`config.mk`:
```
export PLATFORM = sky130hd
export DESIGN_NAME = pad_port_top
export DESIGN_NICKNAME = d
export VERILOG_FILES = /design/src/common/pad_pkg.sv /design/src/verilog/pad_port_top.sv /design/src/pad/nibble_mux.sv /design/src/pad/mouse_tracker.sv /design/src/pad/port_sequencer.sv
export SDC_FILE = /design/constraint.sdc
export NUM_CORES = 1
export LEC_CHECK = 0
export BUFFER_PORTS_ARGS = -buffer_cell sky130_fd_sc_hd__buf_2
export CAP_MARGIN = 5
export CORE_MARGIN = 2
export CORE_UTILIZATION = 25
export DETAILED_ROUTE_END_ITERATION = 8
export GPL_ROUTABILITY_DRIVEN = 1
export GPL_TIMING_DRIVEN = 0
export PLACE_DENSITY = 0.47
export SYNTH_ARGS = -nofsm -noshare
export SYNTH_HDL_FRONTEND = slang
export SYNTH_SLANG_ARGS = --single-unit
```
`constraint.sdc`:
```
create_clock -name clk_sys -period 2.1 [get_ports clk_sys]
set_input_delay 0.105 -clock clk_sys [delete_from_list [all_inputs] [get_ports clk_sys]]
set_output_delay 0.105 -clock clk_sys [all_outputs]
set_load 0.03 [all_outputs]
```
`src/common/pad_pkg.sv`:
```
/*
  Shared widths, pad bit layout and small types of the controller port.
  Pad words are active high, one bit per button or direction.
  Bits 8 to 11 only matter for 6-button pads.
*/
`default_nettype none

package pad_pkg;

	// ====================
	// Widths
	// ====================
	localparam int PAD_W      = 12;
	localparam int NUM_PADS   = 5;
	localparam int PORT_W     = 3;
	localparam int MOUSE_TO_W = 15;

	// ====================
	// Pad word bit layout
	// ====================
	localparam int BIT_RIGHT  = 0;
	localparam int BIT_LEFT   = 1;
	localparam int BIT_DOWN   = 2;
	localparam int BIT_UP     = 3;
	localparam int BIT_I      = 4;
	localparam int BIT_II     = 5;
	localparam int BIT_SELECT = 6;
	localparam int BIT_RUN    = 7;
	localparam int BIT_III    = 8;
	localparam int BIT_IV     = 9;
	localparam int BIT_V      = 10;
	localparam int BIT_VI     = 11;

	typedef logic [PAD_W-1:0]  pad_t;
	typedef logic [PORT_W-1:0] port_t;
	typedef logic [3:0]        nibble_t;
	typedef logic [7:0]        delta_t;

	// Order in which the host reads the mouse motion
	typedef enum logic [1:0] {
		X_HIGH = 2'd0,
		X_LOW  = 2'd1,
		Y_HIGH = 2'd2,
		Y_LOW  = 2'd3
	} mouse_phase_t;

	// Nibble index is {high_bank, sel}
	typedef enum logic [1:0] {
		NIB_BUTTONS = 2'd0,
		NIB_DPAD    = 2'd1,
		NIB_EXTRA   = 2'd2,
		NIB_ID      = 2'd3
	} nibble_idx_t;

endpackage

`default_nettype wire
```
`src/verilog/pad_port_top.sv`:
```
/*
  Controller port of the console as a standalone block.
  sel and clr come straight from the console port-control lines.
  mouse_strobe is a one-cycle valid and there is no back-pressure.
  joy_in is registered, one cycle behind its inputs.
*/
`default_nettype none

module pad_port_top import pad_pkg::*; (
	input  wire logic   clk_sys,
	input  wire logic   reset,
	input  wire pad_t   pad_a,
	input  wire pad_t   pad_b,
	input  wire pad_t   pad_c,
	input  wire pad_t   pad_d,
	input  wire pad_t   pad_e,
	input  wire logic   joy_swap,
	input  wire logic   turbotap,
	input  wire logic   buttons6,
	input  wire logic   mouse_en,
	input  wire logic   mouse_strobe,
	input  wire delta_t mouse_dx,
	input  wire delta_t mouse_dy,
	input  wire logic   mouse_lbtn,
	input  wire logic   mouse_rbtn,
	input  wire logic   sel,
	input  wire logic   clr,
	output nibble_t     joy_in
);

	logic         clr_rise;
	port_t        port;
	logic         high_bank;
	mouse_phase_t phase;
	delta_t       snap_x;
	delta_t       snap_y;

	port_sequencer u_seq (
		.clk_sys   (clk_sys),
		.reset     (reset),
		.sel       (sel),
		.clr       (clr),
		.turbotap  (turbotap),
		.buttons6  (buttons6),
		.clr_rise  (clr_rise),
		.port      (port),
		.high_bank (high_bank)
	);

	mouse_tracker u_mouse (
		.clk_sys      (clk_sys),
		.reset        (reset),
		.clr          (clr),
		.clr_rise     (clr_rise),
		.mouse_strobe (mouse_strobe),
		.mouse_dx     (mouse_dx),
		.mouse_dy     (mouse_dy),
		.phase        (phase),
		.snap_x       (snap_x),
		.snap_y       (snap_y)
	);

	nibble_mux u_mux (
		.clk_sys    (clk_sys),
		.reset      (reset),
		.clr        (clr),
		.sel        (sel),
		.pad_a      (pad_a),
		.pad_b      (pad_b),
		.pad_c      (pad_c),
		.pad_d      (pad_d),
		.pad_e      (pad_e),
		.joy_swap   (joy_swap),
		.mouse_en   (mouse_en),
		.mouse_lbtn (mouse_lbtn),
		.mouse_rbtn (mouse_rbtn),
		.port       (port),
		.high_bank  (high_bank),
		.phase      (phase),
		.snap_x     (snap_x),
		.snap_y     (snap_y),
		.joy_in     (joy_in)
	);

endmodule

`default_nettype wire

```
`src/pad/nibble_mux.sv`:
```
/*
  Builds the 16-bit active-low word of the selected port and latches
  one nibble of it onto joy_in, one register stage after selection.
  Ports 5 to 7 read as an absent pad.
  Mouse mode only replaces port 0.
*/
`default_nettype none

module nibble_mux import pad_pkg::*; (
	input  wire logic         clk_sys,
	input  wire logic         reset,
	input  wire logic         clr,
	input  wire logic         sel,
	input  wire pad_t         pad_a,
	input  wire pad_t         pad_b,
	input  wire pad_t         pad_c,
	input  wire pad_t         pad_d,
	input  wire pad_t         pad_e,
	input  wire logic         joy_swap,
	input  wire logic         mouse_en,
	input  wire logic         mouse_lbtn,
	input  wire logic         mouse_rbtn,
	input  wire port_t        port,
	input  wire logic         high_bank,
	input  wire mouse_phase_t phase,
	input  wire delta_t       snap_x,
	input  wire delta_t       snap_y,
	output nibble_t           joy_in
);

	pad_t        pads [NUM_PADS];
	logic [15:0] port_word;
	nibble_t     mouse_btn;
	nibble_t     mouse_pos;
	nibble_t     nib_sel;
	nibble_idx_t nib_idx;

	// Console order of one pad, inverted since the port is active low
	function automatic logic [15:0] build_word(input pad_t p);
		logic [15:0] w;
		w[3:0]   = {p[BIT_RUN], p[BIT_SELECT], p[BIT_II], p[BIT_I]};
		w[7:4]   = {p[BIT_LEFT], p[BIT_DOWN], p[BIT_RIGHT], p[BIT_UP]};
		w[11:8]  = {p[BIT_VI], p[BIT_V], p[BIT_IV], p[BIT_III]};
		w[15:12] = 4'hF;
		return ~w;
	endfunction

	assign pads[0] = joy_swap ? pad_b : pad_a;
	assign pads[1] = joy_swap ? pad_a : pad_b;
	assign pads[2] = pad_c;
	assign pads[3] = pad_d;
	assign pads[4] = pad_e;

	// ====================
	// Mouse nibbles
	// ====================
	assign mouse_btn = ~{pads[0][BIT_RUN], pads[0][BIT_SELECT], mouse_lbtn, mouse_rbtn};

	always_comb begin
		case (phase)
			X_HIGH:  mouse_pos = snap_x[7:4];
			X_LOW:   mouse_pos = snap_x[3:0];
			Y_HIGH:  mouse_pos = snap_y[7:4];
			default: mouse_pos = snap_y[3:0];
		endcase
	end

	// ====================
	// Port word and nibble select
	// ====================
	always_comb begin
		port_word = 16'h0FFF;
		for (int i = 0; i < NUM_PADS; i++) begin
			if (int'(port) == i) begin
				port_word = build_word(pads[i]);
			end
		end
		if (port == '0 && mouse_en) begin
			port_word = {mouse_pos, mouse_btn, mouse_pos, mouse_btn};
		end
	end

	assign nib_idx = nibble_idx_t'({high_bank, sel});

	always_comb begin
		case (nib_idx)
			NIB_BUTTONS: nib_sel = port_word[3:0];
			NIB_DPAD:    nib_sel = port_word[7:4];
			NIB_EXTRA:   nib_sel = port_word[11:8];
			default:     nib_sel = port_word[15:12];
		endcase
	end

	// Read latch, forced low while clr is high
	always_ff @(posedge clk_sys) begin
		if (reset) begin
			joy_in <= '0;
		end else if (clr) begin
			joy_in <= '0;
		end else begin
			joy_in <= nib_sel;
		end
	end

endmodule

`default_nettype wire

```
`src/pad/mouse_tracker.sv`:
```
/*
  Mouse motion for the port-0 mouse mode.
  Deltas of the latest strobe are held until the host takes a snapshot.
  X is stored negated to match the console's axis direction.
  A long idle on clr puts the phase back at the last nibble.
*/
`default_nettype none

module mouse_tracker import pad_pkg::*; (
	input  wire logic   clk_sys,
	input  wire logic   reset,
	input  wire logic   clr,
	input  wire logic   clr_rise,
	input  wire logic   mouse_strobe,
	input  wire delta_t mouse_dx,
	input  wire delta_t mouse_dy,
	output mouse_phase_t phase,
	output delta_t      snap_x,
	output delta_t      snap_y
);

	delta_t                acc_x;
	delta_t                acc_y;
	logic [MOUSE_TO_W-1:0] idle_cnt;
	logic                  idle_full;
	logic [1:0]            phase_inc;

	assign idle_full = &idle_cnt;
	assign phase_inc = phase + 2'd1;

	// ====================
	// Inactivity timeout
	// ====================
	always_ff @(posedge clk_sys) begin
		if (reset) begin
			idle_cnt <= '0;
		end else if (clr) begin
			idle_cnt <= '0;
		end else if (!idle_full) begin
			idle_cnt <= idle_cnt + 1'b1;
		end
	end

	// ====================
	// Phase, snapshot and accumulators
	// ====================
	always_ff @(posedge clk_sys) begin
		if (reset) begin
			phase  <= Y_LOW;
			acc_x  <= '0;
			acc_y  <= '0;
			snap_x <= '0;
			snap_y <= '0;
		end else begin
			// Host lost track, resync on the next pulse
			if (idle_full) begin
				phase <= Y_LOW;
			end

			if (clr_rise) begin
				phase <= mouse_phase_t'(phase_inc);
				// Fourth nibble done, publish and restart
				if (phase == Y_LOW) begin
					snap_x <= acc_x;
					snap_y <= acc_y;
					acc_x  <= '0;
					acc_y  <= '0;
				end
			end

			// A fresh strobe overrides the clear above
			if (mouse_strobe) begin
				acc_x <= 8'd0 - mouse_dx;
				acc_y <= mouse_dy;
			end
		end
	end

endmodule

`default_nettype wire

```
`src/pad/port_sequencer.sv`:
```
/*
  Tracks the console port-control lines.
  Edges are found against the value seen at the previous clock edge,
  so sel and clr must already be synchronous to clk_sys.
  The multitap index wraps from 7 to 0; ports 5 to 7 are empty.
*/
`default_nettype none

module port_sequencer import pad_pkg::*; (
	input  wire logic clk_sys,
	input  wire logic reset,
	input  wire logic sel,
	input  wire logic clr,
	input  wire logic turbotap,
	input  wire logic buttons6,
	output logic      clr_rise,
	output port_t     port,
	output logic      high_bank
);

	logic sel_d;
	logic clr_d;
	logic sel_rise;

	// ====================
	// Edge detection
	// ====================
	always_ff @(posedge clk_sys) begin
		if (reset) begin
			sel_d <= 1'b0;
			clr_d <= 1'b0;
		end else begin
			sel_d <= sel;
			clr_d <= clr;
		end
	end

	assign sel_rise = sel & ~sel_d;
	assign clr_rise = clr & ~clr_d;

	// ====================
	// Port counter and button bank
	// ====================
	always_ff @(posedge clk_sys) begin
		if (reset) begin
			port      <= '0;
			high_bank <= 1'b0;
		end else begin
			// clr parks the multitap on the first pad
			if (clr) begin
				port <= '0;
			end else if (sel_rise && turbotap) begin
				port <= port + 1'b1;
			end

			// 6-button pads flip bank on every clr pulse
			if (clr_rise) begin
				high_bank <= ~high_bank & buttons6;
			end
		end
	end

endmodule

`default_nettype wire

```
* Word level (Yosys, flattened, before mapping)
Index checks and enable logic that the tools add are counted.
** Operators by class
- $add $sub $neg :: 4
- Bitwise gates (word level) :: 12
- Eq/ne operators :: 9
- Muxes and demuxes :: 16
- Reductions and logical operators :: 13
** Operator list (number)
- $mux 16 :: 6
- $not 16->16 :: 5
- $mux 8 :: 4
- $mux 12 :: 2
- $pmux 4 s3 :: 2
- $add 15x1->15 const B :: 1
- $reduce_and 15->1 :: 1
- $eq 3x3->1 const B :: 3
- $sub 1x8->8 const A :: 1
- $eq 2x2->1 const B :: 3
- $logic_not 3->1 :: 2
- $reduce_bool 2->1 :: 3
- $eq 2x1->1 const B :: 2
- $logic_not 2->1 :: 2
- $mux 2 :: 2
- $not 4->4 :: 1
- $reduce_and 2->1 :: 2
- $add 3x1->3 const B :: 1
- $and 1x1->1 :: 3
- $eq 3x2->1 const B :: 1
- $not 1->1 :: 3
- $add 2x1->2 const B :: 1
- $logic_and 1x1->1 :: 2
- $reduce_or 2->1 :: 1
** Word-level totals
- Logic and storage cells :: 65
- Flip-flop bits (word level) :: 59
- Bits of input ports :: 87
- Output and inout bits :: 4

* Longest topological paths before layout
Gate-level depths: netlist of run 1.
- Depth after elaboration :: 9
- Mapped depth :: 9
- Depth with buffers taken out :: 7

* Cells and area by module
From an unflattened synthesis of run 1, not the netlist that was laid out.
** Unflattened totals
- Cell total of the unflattened synthesis :: 426
- Area, all modules :: 3643.5 sq um
** By module, submodules not included
- mouse_tracker :: instances 1, cells an instance 248, area each 2125.8 sq um, sequential area each 980.9 sq um
- nibble_mux :: instances 1, cells an instance 157, area each 1266.2 sq um, sequential area each 80.1 sq um
- port_sequencer :: instances 1, cells an instance 21, area each 251.5 sq um, sequential area each 120.1 sq um

* Least setup slack after synthesis of run 1
OpenSTA, ideal clock, no wires.
- Path kind :: register -> register
- Start point :: register u_seq.port[2]
- End point :: register u_mux.joy_in[3]
- Period minus slack after synthesis :: 1.862 ns
- Stages on the path, launching flop included :: 10
- Buffers on the path :: 2
- Setup time :: 0.137 ns
- Path slack :: 0.238 ns
- Arrival time :: 1.725 ns
- Cell sequence :: dfxtp_1 > buf_2 > inv_1 > ha_1 > buf_2 > nor2_1 > nand3_1 > or3_1 > o2111ai_1 > o211ai_1
** Between the ends
- Longest elaborated chain between the ends :: 8
- Elaborated cells between the ends (all ways) :: 14
- Those cells by class :: eq/ne (4); mux (7); reduce/logical (3)
** RTL lines
- from (decl) :: RTL line port_sequencer.sv:17 : output port_t port,
- from (signal assigned) :: RTL line port_sequencer.sv:53 : port <= port + 1'b1;
- $logic_not 3->1 :: RTL line nibble_mux.sv:74 : if (int'(port) == i) begin
- $mux 16 (5 in series) :: RTL line nibble_mux.sv:74
- $mux 16 (*) :: RTL line nibble_mux.sv:78 : if (port == '0 && mouse_en) begin
- $pmux 4 s3 (*) :: RTL line nibble_mux.sv:86 : case (nib_idx)
- to (signal assigned) :: RTL line nibble_mux.sv:101 : joy_in <= nib_sel;
- to (decl) :: RTL line nibble_mux.sv:28 : output nibble_t joy_in
Every way passes the cells marked *; elsewhere a longest branch is shown, timed or not.
A chain may end at the register's enable or synchronous reset.

* Worst setup path after layout of run 1
Same ends and word-level chain as after synthesis.

==> parameters.txt, run 1 <==
Parameter                              Value

Run status
  Status ... completed

Worst setup path
  Capturing element type of the critical path ... register
  Largest fanout on the critical path ... 10
  Slack of the worst reg-to-reg path ... 0.08 ns
  Crit path required time ... 2.29 ns
  CP Launch Type ... register
  Start of the worst register-to-register path ... u_seq.port[2]
  Start-to-end type of the worst setup path ... reg2reg
  Signal arrival time at the worst endpoint ... 2.21 ns
  Reg2Reg Capture Point ... u_mux.joy_in[3]
  Number of cells on the worst reg-to-reg path ... 8

STA
  Count of final setup violators ... 0
  Final Max Tran Viols ... 0
  Maximum clock frequency ... 495 MHz
  Relative slew slack ... 0.562
  Slew of the pin with the lowest slew margin ... 0.656 ns
  Setup repair after global routing missed its margin ... no
  Final setup TNS ... 0 ns
  Ratio of final minimum period to clock period ... 0.962
  Final hold violation count ... 0
  Post-route minimum period ... 2.02 ns
  Worst-case clock skew ... 0.00974 ns

Drt
  Number of vias after detailed routing ... 3602
  Met2 WL ... 4980 um
  DRC errors left ... 0
  Final Routed Wirelength ... 10900 um
  Total met3 wirelength after detailed routing ... 657 um
  Routed len/inst ... 14.8 um
  TritonRoute pass-1 iters ... 5
  Total routed wire length on the met1 layer ... 5160 um
  Top routing layer in use ... met4
  Number of antenna-violating nets in the routed design ... 0
  Number of design-rule violations left by the first detailed-router iteration ... 251
  Detailed-route vias per instance ... 4.86

Layout
  Area added between synthesis and finish ... 30.8%
  Final #Nets ... 650
  # diodes ... 0
  Share of layout cells above drive strength 1 ... 0.268

Global routing
  Initial antenna violation count ... 0
  Pin count of the biggest net entering global routing ... 12
  GRT Total Usage ... 0.137
  Gr ovfl total ... 0
  Wire length of the first global-routing pass ... 17300 um
  Via count of the first global-routing pass ... 3406

Yosys
  #FFs+latches synth ... 59
  Yosys synthesis warning count ... 0
  Count of mapped cells out of synthesis ... 450
  Async SR Flop Fraction ... 0
  Post-Synthesis Net Count ... 548
  Post-synthesis average cell area ... 8.10 sq um
  Register area share after synthesis ... 0.324
  Post-synth EDFFs ... 0
  Post-synthesis instance area ... 3640 sq um
  Library cells used by synthesis ... 67
  Main synth FF type ... dfxtp_1

Clocking
  CTS tree ... yes
  Later-pin clock latency in the skew report ... 0.33 ns
  Clk sinks ... 59
  Root Buffer Master ... clkbuf_16
  Maximum clock path buffer count ... 2
  Clock-pin slew on the worst setup and hold paths ... 0.05 ns
  Total CTS buffers ... 9
  Number of H-tree levels ... 3

Place
  DP Wirelength ... 8480 um
  Final Wtd Congestion ... 0.856
  Total of buffers placed on input and output ports ... 89

Die
  DIE AREA ... 15600 sq um
  Core footprint ... 14400 sq um
  Vert. Die Dim ... 125 um
  Number of placement rows ... 44
  Num ports ... 91
  Chip width ... 125 um
  Initial core utilization ... 0.254

Worst hold path
  Hold Crit Class ... in2reg
  Startpoint of the worst hold path ... mouse_dy[7]
  Hold path cells ... 3
  Hold Path End ... u_mouse.acc_y[7]

Power and ir drop
  Post-route total power ... 3.27 mW
  Worst-case vdd ir drop ... 0.000350 V
  Power density over the cells ... 687 nW/um^2
  Cell leakage power ... 1.88 nW

Flow run
  MaxCap Viol Count ... 0
## routing by layer
metal  GRT usage  up-vias
met5           0        -
met4      0.0476        0
met3      0.0344       11
met2       0.221      137
met1       0.177     1633
li1            -     1821
## flip-flops by register name (all words and copies together), names as in the netlist
name              cells
u_seq.high_bank       1
u_mouse.acc_x         8
u_seq.sel_d           1
u_mouse.acc_y         8
u_seq.clr_d           1
u_mux.joy_in          4
u_mouse.phase         2
u_mouse.snap_y        8
u_seq.port            3
u_mouse.idle_cnt     15
u_mouse.snap_x        8
## cells by family (layout without fill, tap and decap cells)
| kind of cell | after synthesis | after routing | synth area share |
|---|---|---|---|
| flops | 59 | 59 | 0.324 |
| xor+xnor | 12 | 12 | 0.0288 |
| fa+ha+maj | 11 | 11 | 0.0378 |
| buf+inv | 43 | 150 | 0.0642 |
| compound gates | 118 | 118 | 0.204 |
| mux | 25 | 25 | 0.0731 |
| simple gates | 182 | 182 | 0.268 |
## critical path: stages (launching register included)
cell,delay [ns]
dfxtp_4,0.39
buf_6,0.15
inv_1,0.12
ha_4,0.21
nor3b_4,0.32
a221o_1,0.21
a21oi_1,0.05
o2111ai_2,0.27
o211ai_1,0.15
## cell type report
class	count	area, sq um
Fill cell	1524	9600
Multi-Input combinational cell	348	2290
Sequential cell	59	1190
Timing Repair Buffer	91	460
Clock buffer	11	253
Tap cell	184	230
Buffer	30	205
Clock inverter	5	85.1
Inverter	13	52.6
## where the power goes
part	total (mW)	internal [mW]	switching, mW
clock	1.62	1.11	0.518
combinational	0.464	0.210	0.255
sequential	1.19	1.16	0.0258
## cell usage in the layout (no fill, tap or decap), types with 4 or more instances in the layout
cell type,synthesis,final
dfxtp_1,59,57
nor3_1,13,13
nand3b_1,16,16
a211oi_1,4,4
o22ai_1,9,8
nor2b_1,7,7
o211ai_1,4,4
ha_1,11,9
o21ai_0,16,16
clkbuf_16,0,9
nor4_1,5,5
nand2b_1,8,8
inv_1,12,12
a222oi_1,4,4
buf_6,3,5
clkbuf_1,14,14
nand3_1,8,8
and2_1,5,5
a21oi_1,54,54
a221o_1,5,5
and3_1,4,4
nor2_1,31,31
nand2_1,60,60
xnor2_1,11,11
mux2i_1,21,21
nor3b_1,5,5
buf_2,10,94
## cells in the mapped netlist, types with 9 or more instances
library cell,instances,area (sq um)
inv_1,12,45.0
buf_2,10,50.1
dfxtp_1,59,1180
xnor2_1,11,96.3
nand2_1,60,225
nor2_1,31,116
o21ai_0,16,80.1
mux2i_1,21,210
o22ai_1,9,56.3
ha_1,11,138
clkbuf_1,14,52.6
a21oi_1,54,270
nand3b_1,16,120
nor3_1,13,65.1
## worst max path at each step
stage / slack, ns / from / cells after the start / to
after floorplan: 0.24 / u_seq.port[2] / 9 / u_mux.joy_in[3]
after global placement: -0.30 / u_seq.port[2] / 8 / u_mux.joy_in[2]
after detailed placement: -0.29 / u_seq.port[2] / 8 / u_mux.joy_in[2]
after CTS: 0.007 / u_seq.port[2] / 8 / u_mux.joy_in[1]
after global routing: 0.005 / u_seq.port[2] / 8 / u_mux.joy_in[0]
final: 0.08 / u_seq.port[2] / 8 / u_mux.joy_in[3]
## through the flow
| step | worst slack [ns] | hold WS [ns] | cells | instance area (sq um) | utilization |
|---|---|---|---|---|---|
| final | 0.0801 | 0.0213 | 741 | 4770 | 0.332 |
| after global routing | 0.00510 | 0.0155 | 741 | 4770 | 0.332 |
| after CTS | 0.00667 | 0.00723 | 739 | 4700 | 0.327 |
| after global placement | -0.303 | 0.363 | 723 | 4320 | 0.301 |
| after floorplan | 0.238 | 0.233 | 450 | 3640 | - |
| after detailed placement | -0.289 | 0.367 | 723 | 4320 | 0.301 |
## repair_timing
action | in CTS | in global routing
resized for setup | 10 | 14
buffers inserted | 0 | 2
setup endpoints to repair | 4 | 4
pin swaps | 1 | 4
cloned | 0 | 0
hold buffers | 0 | 0
(Power assumes the default switching activity.)
==> inputs of run 2 (changes only) <==
--- a/config.mk
+++ b/config.mk
@@ -5,6 +5,7 @@
 export SDC_FILE = /design/constraint.sdc
 export NUM_CORES = 1
 export LEC_CHECK = 0
+export ABC_AREA = 1
 export BUFFER_PORTS_ARGS = -buffer_cell sky130_fd_sc_hd__buf_2
 export CAP_MARGIN = 5
 export CORE_MARGIN = 2
@@ -12,7 +13,7 @@
 export DETAILED_ROUTE_END_ITERATION = 8
 export GPL_ROUTABILITY_DRIVEN = 1
 export GPL_TIMING_DRIVEN = 0
-export PLACE_DENSITY = 0.47
+export PLACE_DENSITY = 0.46
 export SYNTH_ARGS = -nofsm -noshare
 export SYNTH_HDL_FRONTEND = slang
 export SYNTH_SLANG_ARGS = --single-unit
==> run 2 against run 1 <==
Sequential cell count did not move. Core utilization fell by 0.98 points. Critical path depth rose by 6. Sequential share of layout area fell by 0.57 points. Clock power barely moved. Clock skew fell by 0.0033 ns. Hold slack got worse by 0.0053 ns. Critical endpoint is now u_mux.joy_in[1]. Highest routed layer unchanged.
==> parameters.txt, run 2 <==
Parameter                              Value

Yosys
  Post-Synthesis Net Count ... 745 (was 548)
  Yosys synthesis warning count ... 0 (unchanged)
  Library cells used by synthesis ... 36 (was 67)
  Post-synthesis average cell area ... 5.93 sq um (was 8.10 sq um)
  Register area share after synthesis ... 0.308 (was 0.324)
  Count of mapped cells out of synthesis ... 647 (was 450)
  Main synth FF type ... dfxtp_1 (unchanged)
  Top cell type's share of synthesized area ... 0.308 (was 0.324)
  #FFs+latches synth ... 59 (unchanged)
  Most repeated cell in the gate-level netlist after synthesis ... nand2_1 (unchanged)
  Commonest cells post-synth ... nand2_1 (237), inv_1 (89), dfxtp_1 (59), nor2_1 (53) (was nand2_1 (60), dfxtp_1 (59), a21oi_1 (54), nor2_1 (31), mux2i_1 (21))
  Post-synthesis instance area ... 3840 sq um (was 3640 sq um)
  Async SR Flop Fraction ... 0 (unchanged)
  Post-synthesis cell type with the largest combined area ... dfxtp_1 (unchanged)
  Cells taking the most area after synthesis ... dfxtp_1 (31%), nand2_1 (23%), inv_1 (8.7%), a21oi_1 (5.9%), o21ai_0 (5.9%) (was dfxtp_1 (32%), a21oi_1 (7.4%), nand2_1 (6.2%), mux2i_1 (5.8%), ha_1 (3.8%))
  Post-synth EDFFs ... 0 (unchanged)

Clocking
  Maximum clock path buffer count ... 2 (unchanged)
  Quantity of hold-fixing buffers added after cts ... 0 (unchanged)
  Later-pin clock latency in the skew report ... 0.32 ns (was 0.33 ns)
  Post-CTS Repair Setup Buffers ... 0 (unchanged)
  CTS tree ... yes (unchanged)
  Number of H-tree levels ... 3 (unchanged)
  Clk sinks ... 59 (unchanged)
  Total CTS buffers ... 9 (unchanged)
  Root Buffer Master ... clkbuf_16 (unchanged)
  Clock-pin slew on the worst setup and hold paths ... 0.05 ns (about the same)
  Post-CTS resize count ... 0 (was 10)

Worst setup path
  Capturing element type of the critical path ... register (unchanged)
  CP Launch Type ... register (unchanged)
  Largest fanout on the critical path ... 10 (unchanged)
  Signal arrival time at the worst endpoint ... 2.05 ns (was 2.21 ns)
  Crit path required time ... 2.30 ns (was 2.29 ns)
  Start-to-end type of the worst setup path ... reg2reg (unchanged)

Worst hold path
  Hold Crit Class ... in2reg (unchanged)

Die
  Chip width ... 128 um (was 125 um)
  Num ports ... 91 (unchanged)
  Initial core utilization ... 0.254 (about the same)
  Vert. Die Dim ... 128 um (was 125 um)
  Number of placement rows ... 45 (was 44)
  DIE AREA ... 16400 sq um (was 15600 sq um)
  Core footprint ... 15100 sq um (was 14400 sq um)

STA
  Minimum setup slack in the final design ... 0.252 ns (was 0.0801 ns)
  Worst-case clock skew ... 0.00644 ns (was 0.00974 ns)
  Maximum clock frequency ... 541 MHz (was 495 MHz)
  Relative slew slack ... 0.652 (was 0.562)
  Final hold violation count ... 0 (unchanged)
  Count of final setup violators ... 0 (unchanged)
  Slew of the pin with the lowest slew margin ... 0.522 ns (was 0.656 ns)
  Ratio of final minimum period to clock period ... 0.880 (was 0.962)
  Post-route minimum period ... 1.85 ns (was 2.02 ns)
  Setup repair after global routing missed its margin ... no (unchanged)
  Final Max Tran Viols ... 0 (unchanged)
  Final setup TNS ... 0 ns (unchanged)

Flow run
  MaxCap Viol Count ... 0 (unchanged)

Layout
  Commonest non-fill, non-tap cells in the layout ... nand2_1 (237), buf_2 (99), inv_1 (89), dfxtp_1 (59), nor2_1 (53) (was buf_2 (94), nand2_1 (60), dfxtp_1 (57), a21oi_1 (54), nor2_1 (31))
  Share of layout cells above drive strength 1 ... 0.182 (was 0.268)
  # diodes ... 0 (unchanged)
  Final Core Density ... 0.322 (was 0.332)
  Final #Nets ... 844 (was 650)
  Area added between synthesis and finish ... 26.5% (was 30.8%)
  Leading cell type in the layout, fill and taps excluded ... nand2_1 (was buf_2)
  Register with the most flip-flops ... u_mouse.idle_cnt (unchanged)
  Flip-flop count of the largest register after layout ... 15 (unchanged)

Global routing
  Initial antenna violation count ... 0 (unchanged)
  Gr ovfl total ... 0 (unchanged)
  GRT Total Usage ... 0.140 (was 0.137)
  Via count of the first global-routing pass ... 3692 (was 3406)
  Pin count of the biggest net entering global routing ... 12 (unchanged)
  Wire length of the first global-routing pass ... 18200 um (was 17300 um)

Drt
  TritonRoute pass-1 iters ... 4 (was 5)
  Routed len/inst ... 12.0 um (was 14.8 um)
  Number of antenna-violating nets in the routed design ... 0 (unchanged)
  Number of vias after detailed routing ... 3929 (was 3602)
  Detailed-route vias per instance ... 4.18 (was 4.86)
  Final Routed Wirelength ... 11200 um (was 10900 um)
  DRC errors left ... 0 (unchanged)
  Number of design-rule violations left by the first detailed-router iteration ... 211 (was 251)

Place
  Pre-CTS setup slack ... 0.168 ns (was -0.289 ns)
  Final Wtd Congestion ... 0.759 (was 0.856)
  DP Wirelength ... 9100 um (was 8480 um)
  Total of buffers placed on input and output ports ... 89 (unchanged)

Power and ir drop
  Cell leakage power ... 2.49 nW (was 1.88 nW)
  Post-route total power ... 3.41 mW (was 3.27 mW)
  Worst-case vdd ir drop ... 0.000464 V (was 0.000350 V)
  Power density over the cells ... 701 nW/um^2 (was 687 nW/um^2)

Run status
  Status ... completed (unchanged)
-- run 2: changes by cell type after synthesis, sizes merged, moves of 14 or more --
cell and change:
inv +81, nor2 +26, nand3b -14, nand3 +26
nand2 +179, mux2i -21, o21ai +36
-- run 2: power by group --
| group | internal [mW] | switching, mW |
|---|---|---|
| clock | 1.11 | 0.518 |
| sequential | 1.18 | 0.0328 |
| combinational | 0.219 | 0.348 |
-- run 2: critical path, stage by stage, from the launching register on --
cell     delay (ns)
dfxtp_1        0.32
inv_1          0.11
ha_1           0.20
inv_1          0.05
nor2_1         0.17
buf_2          0.27
nand2_1        0.09
nand3_1        0.09
nand2_1        0.06
nand2_1        0.07
nand2_1        0.07
nand2_1        0.06
nand2_1        0.04
nand2_1        0.05
a21oi_1        0.09
-- run 2: metal layers --
| layer | global-route usage | share of wire | vias to the layer above |
|---|---|---|---|
| li1 | - | - | 2216 |
| met1 | 0.195 | 0.51 | 1616 |
| met2 | 0.220 | 0.43 | 85 |
| met3 | 0.0238 | 0.055 | 12 |
| met4 | 0.0414 | 0.013 | 0 |
| met5 | 0 | 0 | - |
-- run 2: area by class of cell --
class	count	area, sq um
clock buffer	11	253
sequential	59	1180
inverter	94	355
multi-input combinational	469	2170
timing repair buffer	89	445
buffer	24	129
fill	1703	10200
clock inverter	5	85.1
tap	188	235
-- run 2: cells by family (layout without fill, tap and decap cells) --
group           Yosys count  count (layout)  synth area share
flops                    59              59             0.308
compound gates          109             109             0.149
fa+ha+maj                11              11            0.0358
xor+xnor                  6               6            0.0137
buf+inv                 119             223             0.127
simple gates            343             343             0.367
-- run 2: worst paths after layout --
kind | startpoint | end | slack [ns] | cells past startpoint
worst max register to register | u_seq.port[1] | u_mux.joy_in[1] | 0.25 | 14
worst min-delay path | clr | u_seq.clr_d | 0.02 | 3
worst max-delay path | u_seq.port[1] | u_mux.joy_in[1] | 0.25 | 14
worst min register to register | u_mouse.acc_x[2] | u_mouse.acc_x[2] | 0.46 | 2
-- run 2: metrics by stage --
step                      std cells  cell area (sq um)  hold WS, ns
after floorplan                 647               3840        0.230
after global placement          924               4520        0.339
after detailed placement        924               4520        0.346
after CTS                       940               4860      0.00883
after global routing            939               4860       0.0280
final                           939               4860       0.0160
==> inputs of run 3 (changes only) <==
--- a/config.mk
+++ b/config.mk
@@ -13,7 +13,8 @@
 export DETAILED_ROUTE_END_ITERATION = 8
 export GPL_ROUTABILITY_DRIVEN = 1
 export GPL_TIMING_DRIVEN = 0
-export PLACE_DENSITY = 0.46
+export PLACE_DENSITY = 0.47
 export SYNTH_ARGS = -nofsm -noshare
 export SYNTH_HDL_FRONTEND = slang
+export SYNTH_HIERARCHICAL = 1
 export SYNTH_SLANG_ARGS = --single-unit
==> constraint.sdc (replaced) <==
create_clock -name clk_sys -period 2.3 [get_ports clk_sys]
set_input_delay 0.115 -clock clk_sys [delete_from_list [all_inputs] [get_ports clk_sys]]
set_output_delay 0.115 -clock clk_sys [all_outputs]
set_load 0.03 [all_outputs]
==> run 3 against run 2 <==
Count of clock-buffer cells in the layout grew 2. Hold slack better by 0.024 ns. Synthesized cell count is 6.0% lower. First-iteration DRC count fell by 17%. Critical path depth down 6. Register-to-register slack gained 0.35 ns. Sequential cell count unchanged. Critical path type unchanged.
==> parameters.txt, run 3 <==
Parameter                              Value

Worst setup path
  Largest fanout on the critical path ... 9 (was 10)
  Crit path required time ... 2.52 ns (was 2.30 ns)
  Capturing element type of the critical path ... register (unchanged)
  Start-to-end type of the worst setup path ... reg2reg (unchanged)
  Signal arrival time at the worst endpoint ... 1.91 ns (was 2.05 ns)
  CP Launch Type ... register (unchanged)

Clocking
  Number of H-tree levels ... 3 (unchanged)
  Clk sinks ... 59 (unchanged)
  Root Buffer Master ... clkbuf_16 (unchanged)
  Total CTS buffers ... 9 (unchanged)
  Later-pin clock latency in the skew report ... 0.33 ns (was 0.32 ns)
  Quantity of hold-fixing buffers added after cts ... 0 (unchanged)
  Clock-pin slew on the worst setup and hold paths ... 0.05 ns (about the same)
  CTS tree ... yes (unchanged)
  Maximum clock path buffer count ... 2 (unchanged)
  Post-CTS resize count ... 0 (unchanged)
  Post-CTS Repair Setup Buffers ... 0 (unchanged)

Global routing
  Initial antenna violation count ... 0 (unchanged)
  Pin count of the biggest net entering global routing ... 11 (was 12)
  Gr ovfl total ... 0 (unchanged)
  Via count of the first global-routing pass ... 3831 (was 3692)
  Wire length of the first global-routing pass ... 18000 um (was 18200 um)
  GRT Total Usage ... 0.140 (about the same)

Yosys
  Post-synthesis instance area ... 3680 sq um (was 3840 sq um)
  Library cells used by synthesis ... 35 (was 36)
  Post-Synthesis Net Count ... 699 (was 745)
  Post-synthesis average cell area ... 6.06 sq um (was 5.93 sq um)
  Top cell type's share of synthesized area ... 0.321 (was 0.308)
  Register area share after synthesis ... 0.321 (was 0.308)
  Count of mapped cells out of synthesis ... 608 (was 647)
  Most repeated cell in the gate-level netlist after synthesis ... nand2_1 (unchanged)
  Cells taking the most area after synthesis ... dfxtp_1 (32%), nand2_1 (20%), nor2_1 (11%), inv_1 (6.0%), nand3_1 (5.3%) (was dfxtp_1 (31%), nand2_1 (23%), inv_1 (8.7%), a21oi_1 (5.9%), o21ai_0 (5.9%))
  Yosys synthesis warning count ... 6 (was 0)
  Async SR Flop Fraction ... 0 (unchanged)
  Main synth FF type ... dfxtp_1 (unchanged)
  Post-synthesis cell type with the largest combined area ... dfxtp_1 (unchanged)
  #FFs+latches synth ... 59 (unchanged)
  Commonest cells post-synth ... nand2_1 (194), nor2_1 (109), dfxtp_1 (59), inv_1 (59), nand3_1 (39) (was nand2_1 (237), inv_1 (89), dfxtp_1 (59), nor2_1 (53))
  Post-synth EDFFs ... 0 (unchanged)

Place
  Pre-CTS setup slack ... 0.601 ns (was 0.168 ns)
  DP Wirelength ... 8500 um (was 9100 um)
  Placed cells ... 881 (was 924)
  Total of buffers placed on input and output ports ... 89 (unchanged)
  Final Wtd Congestion ... 0.835 (was 0.759)

Power and ir drop
  Psw ... 765 uW (was 899 uW)
  Worst-case vdd ir drop ... 0.000234 V (was 0.000464 V)
  Power density over the cells ... 651 nW/um^2 (was 701 nW/um^2)
  Post-route total power ... 3.06 mW (was 3.41 mW)
  Cell leakage power ... 2.32 nW (was 2.49 nW)
  Cell internal pwr ... 2.29 mW (was 2.51 mW)
  Switching part of the total ... 0.250 (was 0.264)
  Register share of total power ... 0.363 (was 0.357)
  Clock network fraction of design power ... 0.492 (was 0.477)
  Portion of total power attributed to combinational logic ... 0.145 (was 0.167)

STA
  Worst-case clock skew ... 0.00446 ns (was 0.00644 ns)
  Final Max Tran Viols ... 0 (unchanged)
  WHS ... 0.0404 ns (was 0.0160 ns)
  Setup repair after global routing missed its margin ... no (unchanged)
  Maximum clock frequency ... 591 MHz (was 541 MHz)
  Final hold violation count ... 0 (unchanged)
  Minimum setup slack in the final design ... 0.607 ns (was 0.252 ns)
  Slew of the pin with the lowest slew margin ... 0.569 ns (was 0.522 ns)
  Post-route minimum period ... 1.69 ns (was 1.85 ns)
  Final setup TNS ... 0 ns (unchanged)
  Ratio of final minimum period to clock period ... 0.736 (was 0.880)
  Count of final setup violators ... 0 (unchanged)
  Relative slew slack ... 0.619 (was 0.652)

Layout
  Final standard cell count with taps included and fillers excluded ... 897 (was 939)
  # diodes ... 0 (unchanged)
  Register with the most flip-flops ... u_mouse/idle_cnt (was u_mouse.idle_cnt)
  Final #Nets ... 799 (was 844)
  Flip-flop count of the largest register after layout ... 15 (unchanged)
  Leading cell type in the layout, fill and taps excluded ... nand2_1 (unchanged)
  Area added between synthesis and finish ... 27.6% (was 26.5%)
  Commonest non-fill, non-tap cells in the layout ... nand2_1 (194), nor2_1 (109), buf_2 (95), inv_1 (59), dfxtp_1 (59) (was nand2_1 (237), buf_2 (99), inv_1 (89), dfxtp_1 (59), nor2_1 (53))
  Share of layout cells above drive strength 1 ... 0.201 (was 0.182)

Die
  Core footprint ... 14500 sq um (was 15100 sq um)
  DIE AREA ... 15700 sq um (was 16400 sq um)
  Vert. Die Dim ... 125 um (was 128 um)
  Initial core utilization ... 0.254 (about the same)
  Chip width ... 125 um (was 128 um)
  Num ports ... 91 (unchanged)
  Number of placement rows ... 44 (was 45)

Run status
  Status ... completed (unchanged)

Drt
  Number of antenna-violating nets in the routed design ... 0 (unchanged)
  Number of design-rule violations left by the first detailed-router iteration ... 176 (was 211)
  Number of vias after detailed routing ... 3922 (was 3929)
  DRC errors left ... 0 (unchanged)
  Final Routed Wirelength ... 10500 um (was 11200 um)
  Routed len/inst ... 11.7 um (was 12.0 um)
  Detailed-route vias per instance ... 4.37 (was 4.18)
  TritonRoute pass-1 iters ... 7 (was 4)

Worst hold path
  Hold Crit Class ... in2reg (unchanged)

Flow run
  MaxCap Viol Count ... 0 (unchanged)
-- run 3: final cells by class --
| cell class | count | area [sq um] |
|---|---|---|
| multi-input combinational | 466 | 2140 |
| clock inverter | 3 | 68.8 |
| inverter | 65 | 249 |
| buffer | 18 | 116 |
| clock buffer | 13 | 270 |
| timing repair buffer | 89 | 445 |
| fill | 1606 | 9780 |
| sequential | 59 | 1180 |
| tap | 184 | 230 |
-- run 3: power groups by stage --
| stage | Clock (mW) | Sequential (mW) | Combinational [mW] |
|---|---|---|---|
| floorplan | 0 | 1.13 | 0.269 |
| global placement | 0 | 1.13 | 0.439 |
| detailed placement | 0 | 1.13 | 0.445 |
| CTS | 1.55 | 1.11 | 0.448 |
| global route | 1.59 | 1.12 | 0.516 |
| finish | 1.50 | 1.11 | 0.445 |
-- run 3: path summary, 6_finish.rpt --
path	startpoint	to	slack [ns]	cells after the start
max	u_seq/port[2]	u_mux/joy_in[0]	0.61	8
min	mouse_dy[6]	u_mouse/acc_y[6]	0.04	3
max reg2reg	u_seq/port[2]	u_mux/joy_in[0]	0.61	8
min reg2reg	u_mouse/acc_y[0]	u_mouse/acc_y[0]	0.46	2
-- run 3: logic make-up after synthesis --
kind of cell | share of synthesized area
AOI/OAI and AO/OA | 0.112
xor gates and xnor gates | 0.00952
adders and majority gates | 0.0136
buffers and inverters | 0.0992
DFF | 0.321
and+or+nand+nor | 0.444
-- run 3: through the flow --
stage,area [sq um],util
global route,4700,0.324
detailed placement,4360,0.301
CTS,4700,0.324
finish,4700,0.324
floorplan,3680,-
global placement,4360,0.301
-- run 3: critical path, stage by stage, from the launching register on --
cell	delay, ns
dfxtp_1	0.37
inv_2	0.20
nand2_1	0.10
nor2_1	0.45
nand2_1	0.10
nand4_1	0.13
nand2_1	0.09
nand3_1	0.09
a21oi_1	0.06
-- run 3: metal layers --
layer,routed length [um],global-route usage
met2,4480,0.224
met5,0,0
met1,5120,0.181
met3,602,0.0282
met4,297,0.0660
